**src/rv_pkg.sv**
```systemverilog
package rv_pkg;

  // ----------------------------------------
  // Basic types
  // ----------------------------------------

  // Data, address or instruction word
  typedef logic [31:0] word_t;

  // Register file index
  typedef logic [4:0] reg_idx_t;

  // ----------------------------------------
  // Encodings
  // ----------------------------------------

  // Major opcodes of the supported RV32I subset
  typedef enum logic [6:0] {
    OPC_LOAD   = 7'b0000011,
    OPC_OP_IMM = 7'b0010011,
    OPC_STORE  = 7'b0100011,
    OPC_OP     = 7'b0110011,
    OPC_BRANCH = 7'b1100011,
    OPC_SYSTEM = 7'b1110011
  } opcode_e;

  // ALU operations
  typedef enum logic [2:0] {
    ALU_ADD,
    ALU_SUB,
    ALU_AND,
    ALU_OR,
    ALU_XOR
  } alu_op_e;

  // ADDI x0,x0,0 presented to decode when no word is valid
  localparam word_t NOP_INSTR = 32'h0000_0013;

  // EBREAK, ends a program
  localparam word_t EBREAK_INSTR = 32'h0010_0073;

endpackage
```
**src/rv_stage_bus.sv**
```systemverilog
`timescale 1ns/1ns

// ID/EX pipeline register contents
interface decode_bus;
  import rv_pkg::*;

  logic     valid;
  alu_op_e  alu_op;
  // Operand B from the immediate instead of rs2
  logic     use_imm;
  logic     is_load;
  logic     is_store;
  logic     is_branch;
  logic     is_ebreak;
  reg_idx_t rd;
  logic     reg_write;
  word_t    rs1_data;
  word_t    rs2_data;
  word_t    imm;
  word_t    pc;

  modport src(
    output valid, alu_op, use_imm, is_load, is_store, is_branch, is_ebreak,
    output rd, reg_write, rs1_data, rs2_data, imm, pc
  );

  modport dst(
    input valid, alu_op, use_imm, is_load, is_store, is_branch, is_ebreak,
    input rd, reg_write, rs1_data, rs2_data, imm, pc
  );
endinterface

// EX/MEM pipeline register contents
interface exec_bus;
  import rv_pkg::*;

  logic     valid;
  reg_idx_t rd;
  logic     reg_write;
  logic     is_load;
  logic     is_ebreak;
  // ALU result, or the address for loads and stores
  word_t    result;

  modport src(output valid, rd, reg_write, is_load, is_ebreak, result);
  modport dst(input valid, rd, reg_write, is_load, is_ebreak, result);
  // Hazard unit only looks at the destination
  modport mon(input valid, rd, reg_write);
endinterface

```
**src/rv_core.sv**
```systemverilog
`timescale 1ns/1ns

module rv_core #(
  parameter rv_pkg::word_t reset_pc = 32'h0000_0000
) (
  input  logic          clk,
  input  logic          rst_n,
  output logic          imem_ren,
  output rv_pkg::word_t imem_raddr,
  input  rv_pkg::word_t imem_rdata,
  output logic          dmem_ren,
  output rv_pkg::word_t dmem_raddr,
  input  rv_pkg::word_t dmem_rdata,
  output logic          dmem_we,
  output rv_pkg::word_t dmem_waddr,
  output rv_pkg::word_t dmem_wdata,
  output logic          ebreak
);
  import rv_pkg::*;

  // IF -> ID
  word_t    instr;
  word_t    instr_pc;
  logic     instr_valid;
  // ID -> hazard
  reg_idx_t rs1;
  reg_idx_t rs2;
  logic     rs1_used;
  logic     rs2_used;
  logic     halt;
  // Pipeline control
  logic     stall;
  logic     redirect;
  word_t    redirect_pc;
  // WB -> register file
  logic     wb_we;
  reg_idx_t wb_rd;
  word_t    wb_data;

  decode_bus dbus ();
  exec_bus   xbus ();

  // ----------------------------------------
  // Pipeline stages
  // ----------------------------------------

  rv_fetch #(.reset_pc(reset_pc)) fetch0 (
    .clk, .rst_n, .stall, .redirect, .redirect_pc, .halt,
    .imem_ren, .imem_raddr, .imem_rdata, .instr, .instr_pc, .instr_valid
  );

  rv_decode decode0 (
    .clk, .rst_n, .instr, .instr_pc, .instr_valid, .stall, .redirect,
    .wb_we, .wb_rd, .wb_data, .rs1, .rs2, .rs1_used, .rs2_used, .halt,
    .d(dbus.src)
  );

  rv_execute execute0 (
    .clk, .rst_n, .d(dbus.dst), .x(xbus.src), .redirect, .redirect_pc,
    .dmem_ren, .dmem_raddr, .dmem_we, .dmem_waddr, .dmem_wdata
  );

  rv_writeback writeback0 (
    .clk, .rst_n, .x(xbus.dst), .dmem_rdata, .wb_we, .wb_rd, .wb_data, .ebreak
  );

  // EX destination taken straight from the ID/EX register
  rv_hazard hazard0 (
    .clk, .rst_n, .rs1, .rs2, .rs1_used, .rs2_used, .m(xbus.mon),
    .ex_rd(dbus.rd), .ex_reg_write(dbus.reg_write), .ex_valid(dbus.valid),
    .redirect, .stall
  );

endmodule

```
**src/rv_hazard.sv**
```systemverilog
`timescale 1ns/1ns

module rv_hazard (
  input  logic             clk,
  input  logic             rst_n,
  input  rv_pkg::reg_idx_t rs1,
  input  rv_pkg::reg_idx_t rs2,
  input  logic             rs1_used,
  input  logic             rs2_used,
  exec_bus.mon             m,
  input  rv_pkg::reg_idx_t ex_rd,
  input  logic             ex_reg_write,
  input  logic             ex_valid,
  input  logic             redirect,
  output logic             stall
);
  import rv_pkg::*;

  logic ex_write;
  logic mem_write;
  logic rs1_hazard;
  logic rs2_hazard;

  // Pending writers in EX and MEM, WB is covered by write-through
  assign ex_write  = ex_valid && ex_reg_write;
  assign mem_write = m.valid && m.reg_write;

  // RAW match on each source, x0 never conflicts
  assign rs1_hazard = rs1_used && (rs1 != '0) &&
                      ((ex_write && (ex_rd == rs1)) || (mem_write && (m.rd == rs1)));
  assign rs2_hazard = rs2_used && (rs2 != '0) &&
                      ((ex_write && (ex_rd == rs2)) || (mem_write && (m.rd == rs2)));

  // Flush wins, the stalled instruction is squashed anyway
  assign stall = (rs1_hazard || rs2_hazard) && !redirect;

  a_stall_vs_flush : assert property (@(posedge clk) disable iff (!rst_n)
    !(stall && redirect));

  // A stall must put a bubble into EX
  a_stall_bubble : assert property (@(posedge clk) disable iff (!rst_n)
    stall |=> !ex_valid);

endmodule

```
**src/rv_writeback.sv**
```systemverilog
`timescale 1ns/1ns

module rv_writeback (
  input  logic             clk,
  input  logic             rst_n,
  exec_bus.dst             x,
  input  rv_pkg::word_t    dmem_rdata,
  output logic             wb_we,
  output rv_pkg::reg_idx_t wb_rd,
  output rv_pkg::word_t    wb_data,
  output logic             ebreak
);
  import rv_pkg::*;

  // Result of the instruction now in MEM
  word_t mem_result;
  logic  wb_valid;
  logic  wb_reg_write;

  // ----------------------------------------
  // MEM stage
  // ----------------------------------------

  // Loads take the word returned from memory this cycle
  assign mem_result = x.is_load ? dmem_rdata : x.result;

  // ----------------------------------------
  // MEM/WB register
  // ----------------------------------------

  always_ff @(posedge clk) begin
    if (!rst_n) begin
      wb_valid <= 1'b0;
      ebreak   <= 1'b0;
    end else begin
      wb_valid <= x.valid;
      // Sticky until reset, high while EBREAK sits in WB
      if (x.valid && x.is_ebreak) begin
        ebreak <= 1'b1;
      end
    end
  end

  always_ff @(posedge clk) begin
    wb_rd        <= x.rd;
    wb_reg_write <= x.reg_write;
    wb_data      <= mem_result;
  end

  // Register write port, also read by the write-through path in decode
  assign wb_we = wb_valid && wb_reg_write;

  // Nothing younger than EBREAK reaches MEM
  a_drained : assert property (@(posedge clk) disable iff (!rst_n)
    ebreak |-> !x.valid);

endmodule

```
**src/rv_execute.sv**
```systemverilog
`timescale 1ns/1ns

module rv_execute (
  input  logic          clk,
  input  logic          rst_n,
  decode_bus.dst        d,
  exec_bus.src          x,
  output logic          redirect,
  output rv_pkg::word_t redirect_pc,
  output logic          dmem_ren,
  output rv_pkg::word_t dmem_raddr,
  output logic          dmem_we,
  output rv_pkg::word_t dmem_waddr,
  output rv_pkg::word_t dmem_wdata
);
  import rv_pkg::*;

  word_t op_b;
  word_t alu_result;
  logic  rs_equal;

  // ----------------------------------------
  // ALU
  // ----------------------------------------

  assign op_b = d.use_imm ? d.imm : d.rs2_data;

  always_comb begin
    case (d.alu_op)
      ALU_SUB: alu_result = d.rs1_data - op_b;
      ALU_AND: alu_result = d.rs1_data & op_b;
      ALU_OR:  alu_result = d.rs1_data | op_b;
      ALU_XOR: alu_result = d.rs1_data ^ op_b;
      default: alu_result = d.rs1_data + op_b;
    endcase
  end

  // ----------------------------------------
  // Branch resolution
  // ----------------------------------------

  assign rs_equal = (d.rs1_data == d.rs2_data);

  // Taken BEQ, lasts one cycle since EX gets a bubble next
  assign redirect    = d.valid && d.is_branch && rs_equal;
  assign redirect_pc = d.pc + d.imm;

  // ----------------------------------------
  // Data memory requests
  // ----------------------------------------

  // Load data comes back while the load is in MEM
  assign dmem_ren   = d.valid && d.is_load;
  assign dmem_raddr = alu_result;
  assign dmem_we    = d.valid && d.is_store;
  assign dmem_waddr = alu_result;
  assign dmem_wdata = d.rs2_data;

  // ----------------------------------------
  // EX/MEM register
  // ----------------------------------------

  always_ff @(posedge clk) begin
    if (!rst_n) begin
      x.valid <= 1'b0;
    end else begin
      x.valid <= d.valid;
    end
  end

  always_ff @(posedge clk) begin
    x.rd        <= d.rd;
    x.reg_write <= d.reg_write;
    x.is_load   <= d.is_load;
    x.is_ebreak <= d.is_ebreak;
    x.result    <= alu_result;
  end

  // One data access per cycle
  a_single_access : assert property (@(posedge clk) disable iff (!rst_n)
    !(dmem_ren && dmem_we));

  // Decode must squash the instruction behind a taken branch
  a_flush_bubble : assert property (@(posedge clk) disable iff (!rst_n)
    redirect |=> !d.valid);

endmodule

```
**src/rv_decode.sv**
```systemverilog
`timescale 1ns/1ns

module rv_decode (
  input  logic             clk,
  input  logic             rst_n,
  input  rv_pkg::word_t    instr,
  input  rv_pkg::word_t    instr_pc,
  input  logic             instr_valid,
  input  logic             stall,
  input  logic             redirect,
  input  logic             wb_we,
  input  rv_pkg::reg_idx_t wb_rd,
  input  rv_pkg::word_t    wb_data,
  output rv_pkg::reg_idx_t rs1,
  output rv_pkg::reg_idx_t rs2,
  output logic             rs1_used,
  output logic             rs2_used,
  output logic             halt,
  decode_bus.src           d
);
  import rv_pkg::*;

  opcode_e    opcode;
  logic [2:0] funct3;
  reg_idx_t   rd;
  alu_op_e    alu_op;
  logic       use_imm;
  logic       is_load;
  logic       is_store;
  logic       is_branch;
  logic       is_ebreak;
  logic       reg_write;
  logic       uses_rs1;
  logic       uses_rs2;
  word_t      imm_i;
  word_t      imm_s;
  word_t      imm_b;
  word_t      imm;
  word_t      regs [32];
  logic       advance;

  // ----------------------------------------
  // Field extraction
  // ----------------------------------------

  assign opcode = opcode_e'(instr[6:0]);
  assign funct3 = instr[14:12];
  assign rd     = instr[11:7];
  assign rs1    = instr[19:15];
  assign rs2    = instr[24:20];

  // Sign-extended immediates
  assign imm_i = {{20{instr[31]}}, instr[31:20]};
  assign imm_s = {{20{instr[31]}}, instr[31:25], instr[11:7]};
  assign imm_b = {{19{instr[31]}}, instr[31], instr[7], instr[30:25], instr[11:8], 1'b0};

  // ----------------------------------------
  // Control decode
  // ----------------------------------------

  always_comb begin
    alu_op    = ALU_ADD;
    use_imm   = 1'b0;
    is_load   = 1'b0;
    is_store  = 1'b0;
    is_branch = 1'b0;
    is_ebreak = 1'b0;
    reg_write = 1'b0;
    uses_rs1  = 1'b0;
    uses_rs2  = 1'b0;
    imm       = imm_i;
    case (opcode)
      OPC_OP: begin
        uses_rs1  = 1'b1;
        uses_rs2  = 1'b1;
        reg_write = 1'b1;
        case (funct3)
          3'b000:  alu_op = instr[30] ? ALU_SUB : ALU_ADD;
          3'b100:  alu_op = ALU_XOR;
          3'b110:  alu_op = ALU_OR;
          3'b111:  alu_op = ALU_AND;
          // Unsupported R-type ops retire as no-ops
          default: reg_write = 1'b0;
        endcase
      end
      OPC_OP_IMM: begin
        // Only ADDI
        uses_rs1  = 1'b1;
        use_imm   = 1'b1;
        reg_write = (funct3 == 3'b000);
      end
      OPC_LOAD: begin
        uses_rs1  = 1'b1;
        use_imm   = 1'b1;
        is_load   = 1'b1;
        reg_write = 1'b1;
      end
      OPC_STORE: begin
        uses_rs1 = 1'b1;
        uses_rs2 = 1'b1;
        use_imm  = 1'b1;
        is_store = 1'b1;
        imm      = imm_s;
      end
      OPC_BRANCH: begin
        // BEQ only, compare done in EX
        uses_rs1  = 1'b1;
        uses_rs2  = 1'b1;
        is_branch = (funct3 == 3'b000);
        imm       = imm_b;
      end
      OPC_SYSTEM: is_ebreak = (instr == EBREAK_INSTR);
      default: ;
    endcase
  end

  // Sources for the hazard unit
  assign rs1_used = instr_valid && uses_rs1;
  assign rs2_used = instr_valid && uses_rs2;

  // ----------------------------------------
  // Register file
  // ----------------------------------------

  // x0 reads zero, same-cycle WB write passes through
  function automatic word_t read_port(input reg_idx_t idx);
    if (idx == '0) begin
      return '0;
    end else if (wb_we && (wb_rd == idx)) begin
      return wb_data;
    end
    return regs[idx];
  endfunction

  always_ff @(posedge clk) begin
    if (wb_we && (wb_rd != '0)) begin
      regs[wb_rd] <= wb_data;
    end
  end

  // ----------------------------------------
  // ID/EX register
  // ----------------------------------------

  // Bubble into EX on stall or flush
  assign advance = instr_valid && !stall && !redirect;

  always_ff @(posedge clk) begin
    if (!rst_n) begin
      d.valid <= 1'b0;
      halt    <= 1'b0;
    end else begin
      d.valid <= advance;
      if (advance && is_ebreak) begin
        halt <= 1'b1;
      end
    end
  end

  always_ff @(posedge clk) begin
    d.alu_op    <= alu_op;
    d.use_imm   <= use_imm;
    d.is_load   <= is_load;
    d.is_store  <= is_store;
    d.is_branch <= is_branch;
    d.is_ebreak <= is_ebreak;
    d.rd        <= rd;
    // Writes to x0 are dropped here so hazards never match x0
    d.reg_write <= reg_write && (rd != '0);
    d.rs1_data  <= read_port(rs1);
    d.rs2_data  <= read_port(rs2);
    d.imm       <= imm;
    d.pc        <= instr_pc;
  end

endmodule

```
**src/rv_fetch.sv**
```systemverilog
`timescale 1ns/1ns

module rv_fetch #(
  parameter rv_pkg::word_t reset_pc = 32'h0000_0000
) (
  input  logic          clk,
  input  logic          rst_n,
  input  logic          stall,
  input  logic          redirect,
  input  rv_pkg::word_t redirect_pc,
  input  logic          halt,
  output logic          imem_ren,
  output rv_pkg::word_t imem_raddr,
  input  rv_pkg::word_t imem_rdata,
  output rv_pkg::word_t instr,
  output rv_pkg::word_t instr_pc,
  output logic          instr_valid
);
  import rv_pkg::*;

  // Next address to request
  word_t pc;
  // PC of the word now returning from memory
  word_t req_pc;
  logic  req_valid;
  // Set after the first cycle out of reset
  logic  run;
  // Word kept while decode is stalled
  word_t hold_instr;
  logic  held;

  // No request while stalled, redirected or halted
  assign imem_ren   = run && !halt && !stall && !redirect;
  assign imem_raddr = pc;

  // Pair the returning word with its PC
  assign instr       = !req_valid ? NOP_INSTR : (held ? hold_instr : imem_rdata);
  assign instr_pc    = req_pc;
  assign instr_valid = req_valid && !halt;

  always_ff @(posedge clk) begin
    if (!rst_n) begin
      run       <= 1'b0;
      pc        <= reset_pc;
      req_valid <= 1'b0;
      held      <= 1'b0;
    end else begin
      run <= 1'b1;
      if (redirect) begin
        // Word in flight is dropped
        pc        <= redirect_pc;
        req_valid <= 1'b0;
        held      <= 1'b0;
      end else if (stall) begin
        held <= 1'b1;
      end else begin
        req_valid <= imem_ren;
        held      <= 1'b0;
        if (imem_ren) begin
          pc <= pc + 32'd4;
        end
      end
    end
  end

  // Payload
  always_ff @(posedge clk) begin
    if (imem_ren) begin
      req_pc <= pc;
    end
    // Memory does not repeat the word, so catch it on the first stalled cycle
    if (stall && !held) begin
      hold_instr <= imem_rdata;
    end
  end

  // Once EBREAK has left decode no further requests go out
  a_halt_quiet : assert property (@(posedge clk) disable iff (!rst_n)
    halt |=> halt && !imem_ren);

endmodule

```
**config.mk**
```make
export PLATFORM = sky130hd
export DESIGN_NAME = rv_core
export DESIGN_NICKNAME = d
export VERILOG_FILES = /design/src/rv_pkg.sv /design/src/rv_stage_bus.sv /design/src/rv_core.sv /design/src/rv_hazard.sv /design/src/rv_writeback.sv /design/src/rv_execute.sv /design/src/rv_decode.sv /design/src/rv_fetch.sv
export SDC_FILE = /design/constraint.sdc
export NUM_CORES = 2
export LEC_CHECK = 0
export BUFFER_PORTS_ARGS = -buffer_cell sky130_fd_sc_hd__clkbuf_2
export CAP_MARGIN = 40
export CELL_PAD_IN_SITES_DETAIL_PLACEMENT = 0
export CELL_PAD_IN_SITES_GLOBAL_PLACEMENT = 1
export CORE_MARGIN = 3
export CORE_UTILIZATION = 50
export DETAILED_ROUTE_END_ITERATION = 8
export GPL_TIMING_DRIVEN = 0
export PLACE_DENSITY_LB_ADDON = 0.25
export SLEW_MARGIN = 10
export SYNTH_ARGS = -nofsm -noshare
export SYNTH_HDL_FRONTEND = slang
export SYNTH_SLANG_ARGS = --single-unit
```
**constraint.sdc**
```tcl
create_clock -name clk -period 9.7 [get_ports clk]
set_clock_uncertainty 0.1 [all_clocks]
set_input_delay 1.94 -clock clk [delete_from_list [all_inputs] [get_ports clk]]
set_output_delay 1.94 -clock clk [all_outputs]
set_load 0.1 [all_outputs]
```
Word level (Yosys, flattened, before mapping)
Memory sizes are Yosys's and may differ from the RTL's.
Index checks and enable logic that the tools add are counted.

cells by class
  add/subtract/negate cells = 4
  equality and inequality tests = 22
  mux-type cells = 33
  bitwise gates (word level) = 4
  reductions and logical operators = 52

operators with widths
  kind                                                    number
  two-way mux 32 bit                                      13
  one-hot mux 32 bit (4 select lines)                     1
  adder 32 bit                                            2
  adder 32 x 3 -> 32 bit (second input constant)          1
  bitwise AND 32 bit                                      1
  equality test 32 x 21 -> 1 bit (second input constant)  1
  equality test 32 bit                                    1
  OR 32 bit                                               1
  subtractor 32 bit                                       1
  XOR 32 bit                                              1
  logical AND 1 bit                                       31
  equality test 5 bit                                     6
  one-hot mux 12 bit (2 select lines)                     1
  nonzero test 5 bit                                      4
  two-way mux 1 bit                                       16
  equality test 7 x 6 -> 1 bit (second input constant)    2
  equality test 7 bit (second input constant)             2
  equality test 3 bit (second input constant)             4
  one-hot mux 3 bit (4 select lines)                      1
  logical NOT 5 bit                                       2
  equality test 7 x 2 -> 1 bit (second input constant)    1
  equality test 7 x 5 -> 1 bit (second input constant)    1
  equality test 3 x 2 -> 1 bit (second input constant)    2
  OR reduction 3 bit                                      2
  other kinds (12)                                        17

word-level totals
  bits in registers = 305
  RAM bits = 1024
  input port bits = 66
  word-level logic and storage cells = 147
  memories = 1

memory list
  name          depth  bits a word  rd ports  clocked after memory_dff  write ports  RTL line         RTL
  decode0.regs  32     32           2         0                         1            rv_decode.sv:39  word_t regs [32];

Depth between registers and ports, before layout
  depth after elaboration = 16
  gate-level depth with buffers = 21
  depth with buffers taken out = 18

Modules after synthesis
A second synthesis with hierarchy kept.

second synthesis, totals
  cells, all modules = 4225
  area total of the unflattened synthesis = 64929.8 um^2

modules (own cells, without submodules)
  module        instances  cells each  area each (um^2)  seq. area each (um^2)
  rv_decode     1          2658        50718.6           33251.9
  rv_execute    1          1076        8095.3            820.8
  rv_fetch      1          374         4468.0            2622.5
  rv_writeback  1          80          1368.8            800.8
  rv_hazard     1          37          279.0             0.0

Worst setup path after synthesis
Ideal clock, no wire load.

  path kind = register -> output
  start = register decode0.d.rs2_data[1]
  end = output port dmem_waddr[28]
  arrival = 6.661 ns
  setup slack = 0.999 ns
  stages on the path, launching flop included = 17
  buffers on the path = 1
  cells stage by stage = dfxtp_1 > mux2i_2 > ha_1 > o2111ai_1 > or2_4 > nor4_4 > a21oi_1 > xnor2_1 > ha_1 > a21oi_1 > nor2_1 > a311o_1 > a21oi_2 > a31oi_1 > a41o_1 > o31ai_1 > buf_4

between the ends
  word-level cells in the longest chain between the ends = 3
  elaborated cells between the ends (all ways) = 4

ends and longest elaborated chain
  item                                               RTL line                            RTL
  start: declaration                                 rv_stage_bus.sv:24                  output rd, reg_write, rs1_data, rs2_data, imm, pc
  start signal: assignment                           rv_decode.sv:171                    d.rs2_data <= read_port(rs2);
  two-way mux 32 bit *                               rv_execute.sv:26                    assign op_b = d.use_imm ? d.imm : d.rs2_data;
  adder 32 bit or subtractor 32 bit (tied branches)  rv_execute.sv:34, rv_execute.sv:30
  one-hot mux 32 bit (4 select lines) *              rv_execute.sv:29                    case (d.alu_op)
  end: declaration                                   rv_core.sv:15                       output rv_pkg::word_t dmem_waddr,

Every way passes the cells marked *; elsewhere a longest branch is shown, timed or not.

Worst setup path after layout
  start = register decode0.d.use_imm
  end = output port dmem_waddr[31]

between the ends
  word-level cells in the longest chain between the ends = 3
  elaborated cells between the ends (all ways) = 7

ends and longest elaborated chain
  item                                   RTL line            RTL
  start: declaration                     rv_stage_bus.sv:23  output valid, alu_op, use_imm, is_load, is_store, is_branch, is_ebreak,
  two-way mux 32 bit *                   rv_execute.sv:26
  adder 32 bit (tied with other cells)   rv_execute.sv:34    default: alu_result = d.rs1_data + op_b;
  one-hot mux 32 bit (4 select lines) *  rv_execute.sv:29

Marks and branches as above.

==> impl_metrics.tcl <==
set metrics [dict create \
    drc 0 \
    reg2reg_slack_ps 3840 \
    timing.final.hold_violations 0 \
    internal-power_w 0.0108 \
    grtUsageTotal_pct 35.2 \
    io_pins 198 \
    dpl.hpwl_um 183000 \
    synthMostInstantiatedCell "nand2_1" \
    sw_frac_of_total_pct 33.4 \
    relSlewSlack_pct 21.7 \
    rows 132 \
    yosys.area.top_type "edfxtp_1" \
    cts_tree "built" \
    htree_num_levels 4 \
    synth_top_area_share_pct 49.8 \
    hold_ws_ps 229 \
    cts-hold-fix-buffers 0 \
    cts.path.max_buffers 3 \
    routed_wirelength_um 244000 \
    postSynthAreaPerCell_sq_um 11.6 \
    drt_iter0_drc 7383 \
    crit_buf_inv 3 \
    rsz0062_at_grt "false" \
    io_buffers 197 \
    synth_edf_count 1088 \
    cts_root_buf "clkbuf_16" \
    top_layer_used "met5" \
    fmax_mhz 110 \
    worst_pin_slew_ps 1170 \
    crit_type "flop to output port" \
    synth_cell_types 95 \
    final.period_utilization_pct 93.6 \
    synthToLayoutAreaGrowth_pct 14.8 \
    grt_max_degree 35 \
    cts_sinks 1329 \
    p_leak_nw 27.0 \
    fin_crit_ps 9080 \
    die_area_sq_mm 0.136 \
    drv_slew 0 \
    setup_viol 0 \
    die_w_um 368 \
    wl_met2_um 110000 \
    worst_setup_hold_path_clk_slew_ps 60 \
    start_util_pct 50.5 \
    grt_pass1_vias 48900 \
    power_switching_w 0.00544 \
    synth_commonest_cells "nand2_1, edfxtp_1, a21oi_1" \
    drive_above_1_share_pct 17.3 \
    p_clk_share_pct 33.4 \
    arrival_ps 7040 \
    firstDrtPassIters 6 \
    synth.yosys.seq_area_share_pct 57.1 \
    cpMaxStageDelayCell "a221oi_1" \
    power_frac_comb_pct 20.7 \
    cts_buffers 143 \
    cts_post_setup_buffers_inserted 0 \
    clk_latency_ps 800 \
    status "finished, final reports clean" \
    drv_cap 0 \
    ys_seq_elements 1329 \
    postSynthCellCount 5639 \
    vias 51300 \
    met3_length_um 31200 \
    met1Wirelength_um 88900 \
    cp-end-kind "output port" \
    crit_family "compound AO/OA/AOI/OAI gates" \
    min_path_type "flop to flop" \
    final_net_count 6314 \
    path_cells "buf_6 -> mux2i_1 -> nand3_1 -> or2_2 -> o31ai_1 -> xnor2_1 -> ha_1 -> a21oi_1 -> o21ai_0 -> a21oi_1 -> o21ai_1 -> a41oi_2 -> o21ai_0 -> a221oi_1 -> xnor2_1 -> o221ai_1 -> buf_4 -> clkbuf_2" \
    crit_required_ps 7660 \
    grt_pass1_wl_um 345000 \
    grt-ovfl-total 0 \
    wl_per_cell_um 30.5 \
    critical_path.max_fanout 10 \
    finalWeightedCongestion 0.985 \
    ctsResizeCount 0 \
    drtAntennaViolNets 0 \
    power_density_mw_per_mm2 216 \
    peakVddDrop_mv 0.191 \
    synthTopCellsByArea "edfxtp_1, mux4_2, nand2_1, dfxtp_1, a311oi_1" \
    routed_via_density 6.43 \
    synth_ff_type "edfxtp_1" \
    async_flop_share_pct 0 \
    fin_tns_setup_ps 0 \
    netlist_area_sq_mm 0.0657 \
    critical_path.max_stage_delay_ps 600 \
    cp-start-kind "flop" \
    yosysWarningCount 0 \
    fp.dieH_um 368 \
    p_seq_share_pct 45.8 \
    core_sq_mm 0.130 \
    antenna_found_initial 14 \
]
## flip-flops by register name (all words and copies together) (netlist names), 5 cells and up
signal              cells
decode0.d.imm          13
decode0.d.rs1_data     32
fetch0.hold_instr      32
execute0.x.result      32
writeback0.wb_data     32
writeback0.wb_rd        5
decode0.d.pc           32
execute0.x.rd           5
decode0.d.rs2_data     32
fetch0.instr_pc        32
decode0.d.rd            5
fetch0.imem_raddr      32
decode0.regs         1024
## worst paths after layout
| kind | startpoint | endpoint | cells after the start |
|---|---|---|---|
| setup / recovery | decode0.d.use_imm$_DFF_P_ | dmem_waddr[31] | 18 |
| hold / removal | decode0.d.is_ebreak$_DFF_P_ | execute0.x.is_ebreak$_DFF_P_ | 0 |
| setup reg to reg | decode0.d.use_imm$_DFF_P_ | execute0.x.result[31]$_DFF_P_ | 16 |
| hold reg to reg | decode0.d.is_ebreak$_DFF_P_ | execute0.x.is_ebreak$_DFF_P_ | 0 |
## cells by family (layout without fill, tap and decap cells)
group | after synthesis | count (layout) | synth area share [%]
other | 1 | 40 | 0.00571
DFF | 1329 | 1329 | 57.1
buffers and inverters | 541 | 1099 | 3.73
AOI/OAI and AO/OA | 949 | 949 | 9.60
muxes | 346 | 346 | 10.3
and+or+nand+nor | 2184 | 2184 | 14.6
xor gates and xnor gates | 159 | 159 | 2.12
adders and majority gates | 130 | 130 | 2.50
## stage by stage
step                power (W)  instance area (sq um)  std cells  utilization [%]  setup slack [ps]
floorplan             0.00962                  65800       5670                -               999
global placement       0.0107                  68900       7609             53.0               139
detailed placement     0.0108                  70700       7704             54.4              1640
CTS                    0.0162                  75300       7959             57.9               747
global route           0.0167                  75400       7970             58.0               245
finish                 0.0163                  75400       7978             58.0               622
## per-layer routing
layer | GRT usage, % | up-vias
met5 | 0 | -
met4 | 17.4 | 12
met3 | 9.85 | 668
met2 | 54.6 | 3558
met1 | 45.7 | 25000
li1 | - | 22000
## layout make-up
type / instances / area [sq um]
Inverter: 105 / 394
Antenna cell: 8 / 20.0
Fill cell: 10700 / 54600
Clock buffer: 177 / 3850
Multi-Input combinational cell: 3800 / 26100
Buffer: 436 / 2060
Clock inverter: 78 / 747
Sequential cell: 1329 / 37500
Timing Repair Buffer: 303 / 2540
Tap cell: 1742 / 2180
## worst register-to-register path, cell delays in order (launching register included)
cell and delay, ps:
dfxtp_1 370, buf_6 200, mux2i_1 560, nand3_1 320, or2_2 410, o31ai_1 270
xnor2_1 160, ha_1 290, a21oi_1 210, o21ai_0 130, a21oi_1 350, o21ai_1 310
a41oi_2 520, o21ai_0 240, a221oi_1 600, xnor2_1 150, o221ai_1 500
## power by group through the flow
stage | clock (W) | sequential [W] | combinational [W]
after floorplan | 0 | 0.00750 | 0.00212
after global routing | 0.00571 | 0.00748 | 0.00351
after detailed placement | 0 | 0.00755 | 0.00329
final | 0.00544 | 0.00746 | 0.00338
after CTS | 0.00547 | 0.00743 | 0.00331
after global placement | 0 | 0.00777 | 0.00292
## layout by cell type (no fill, tap or decap), drive strengths merged, types with 78 or more instances in the layout
| cell type | count |
|---|---|
| nand2 | 1303 |
| nor2 | 210 |
| ha | 128 |
| edfxtp | 1088 |
| xnor2 | 104 |
| a311oi | 194 |
| nand3 | 296 |
| a31oi | 78 |
| a21oi | 336 |
| clkbuf | 610 |
| mux4 | 256 |
| dfxtp | 241 |
| inv | 113 |
| buf | 306 |
| a211oi | 112 |
| nor3 | 91 |
| and3 | 141 |
(Power assumes the default switching activity.)
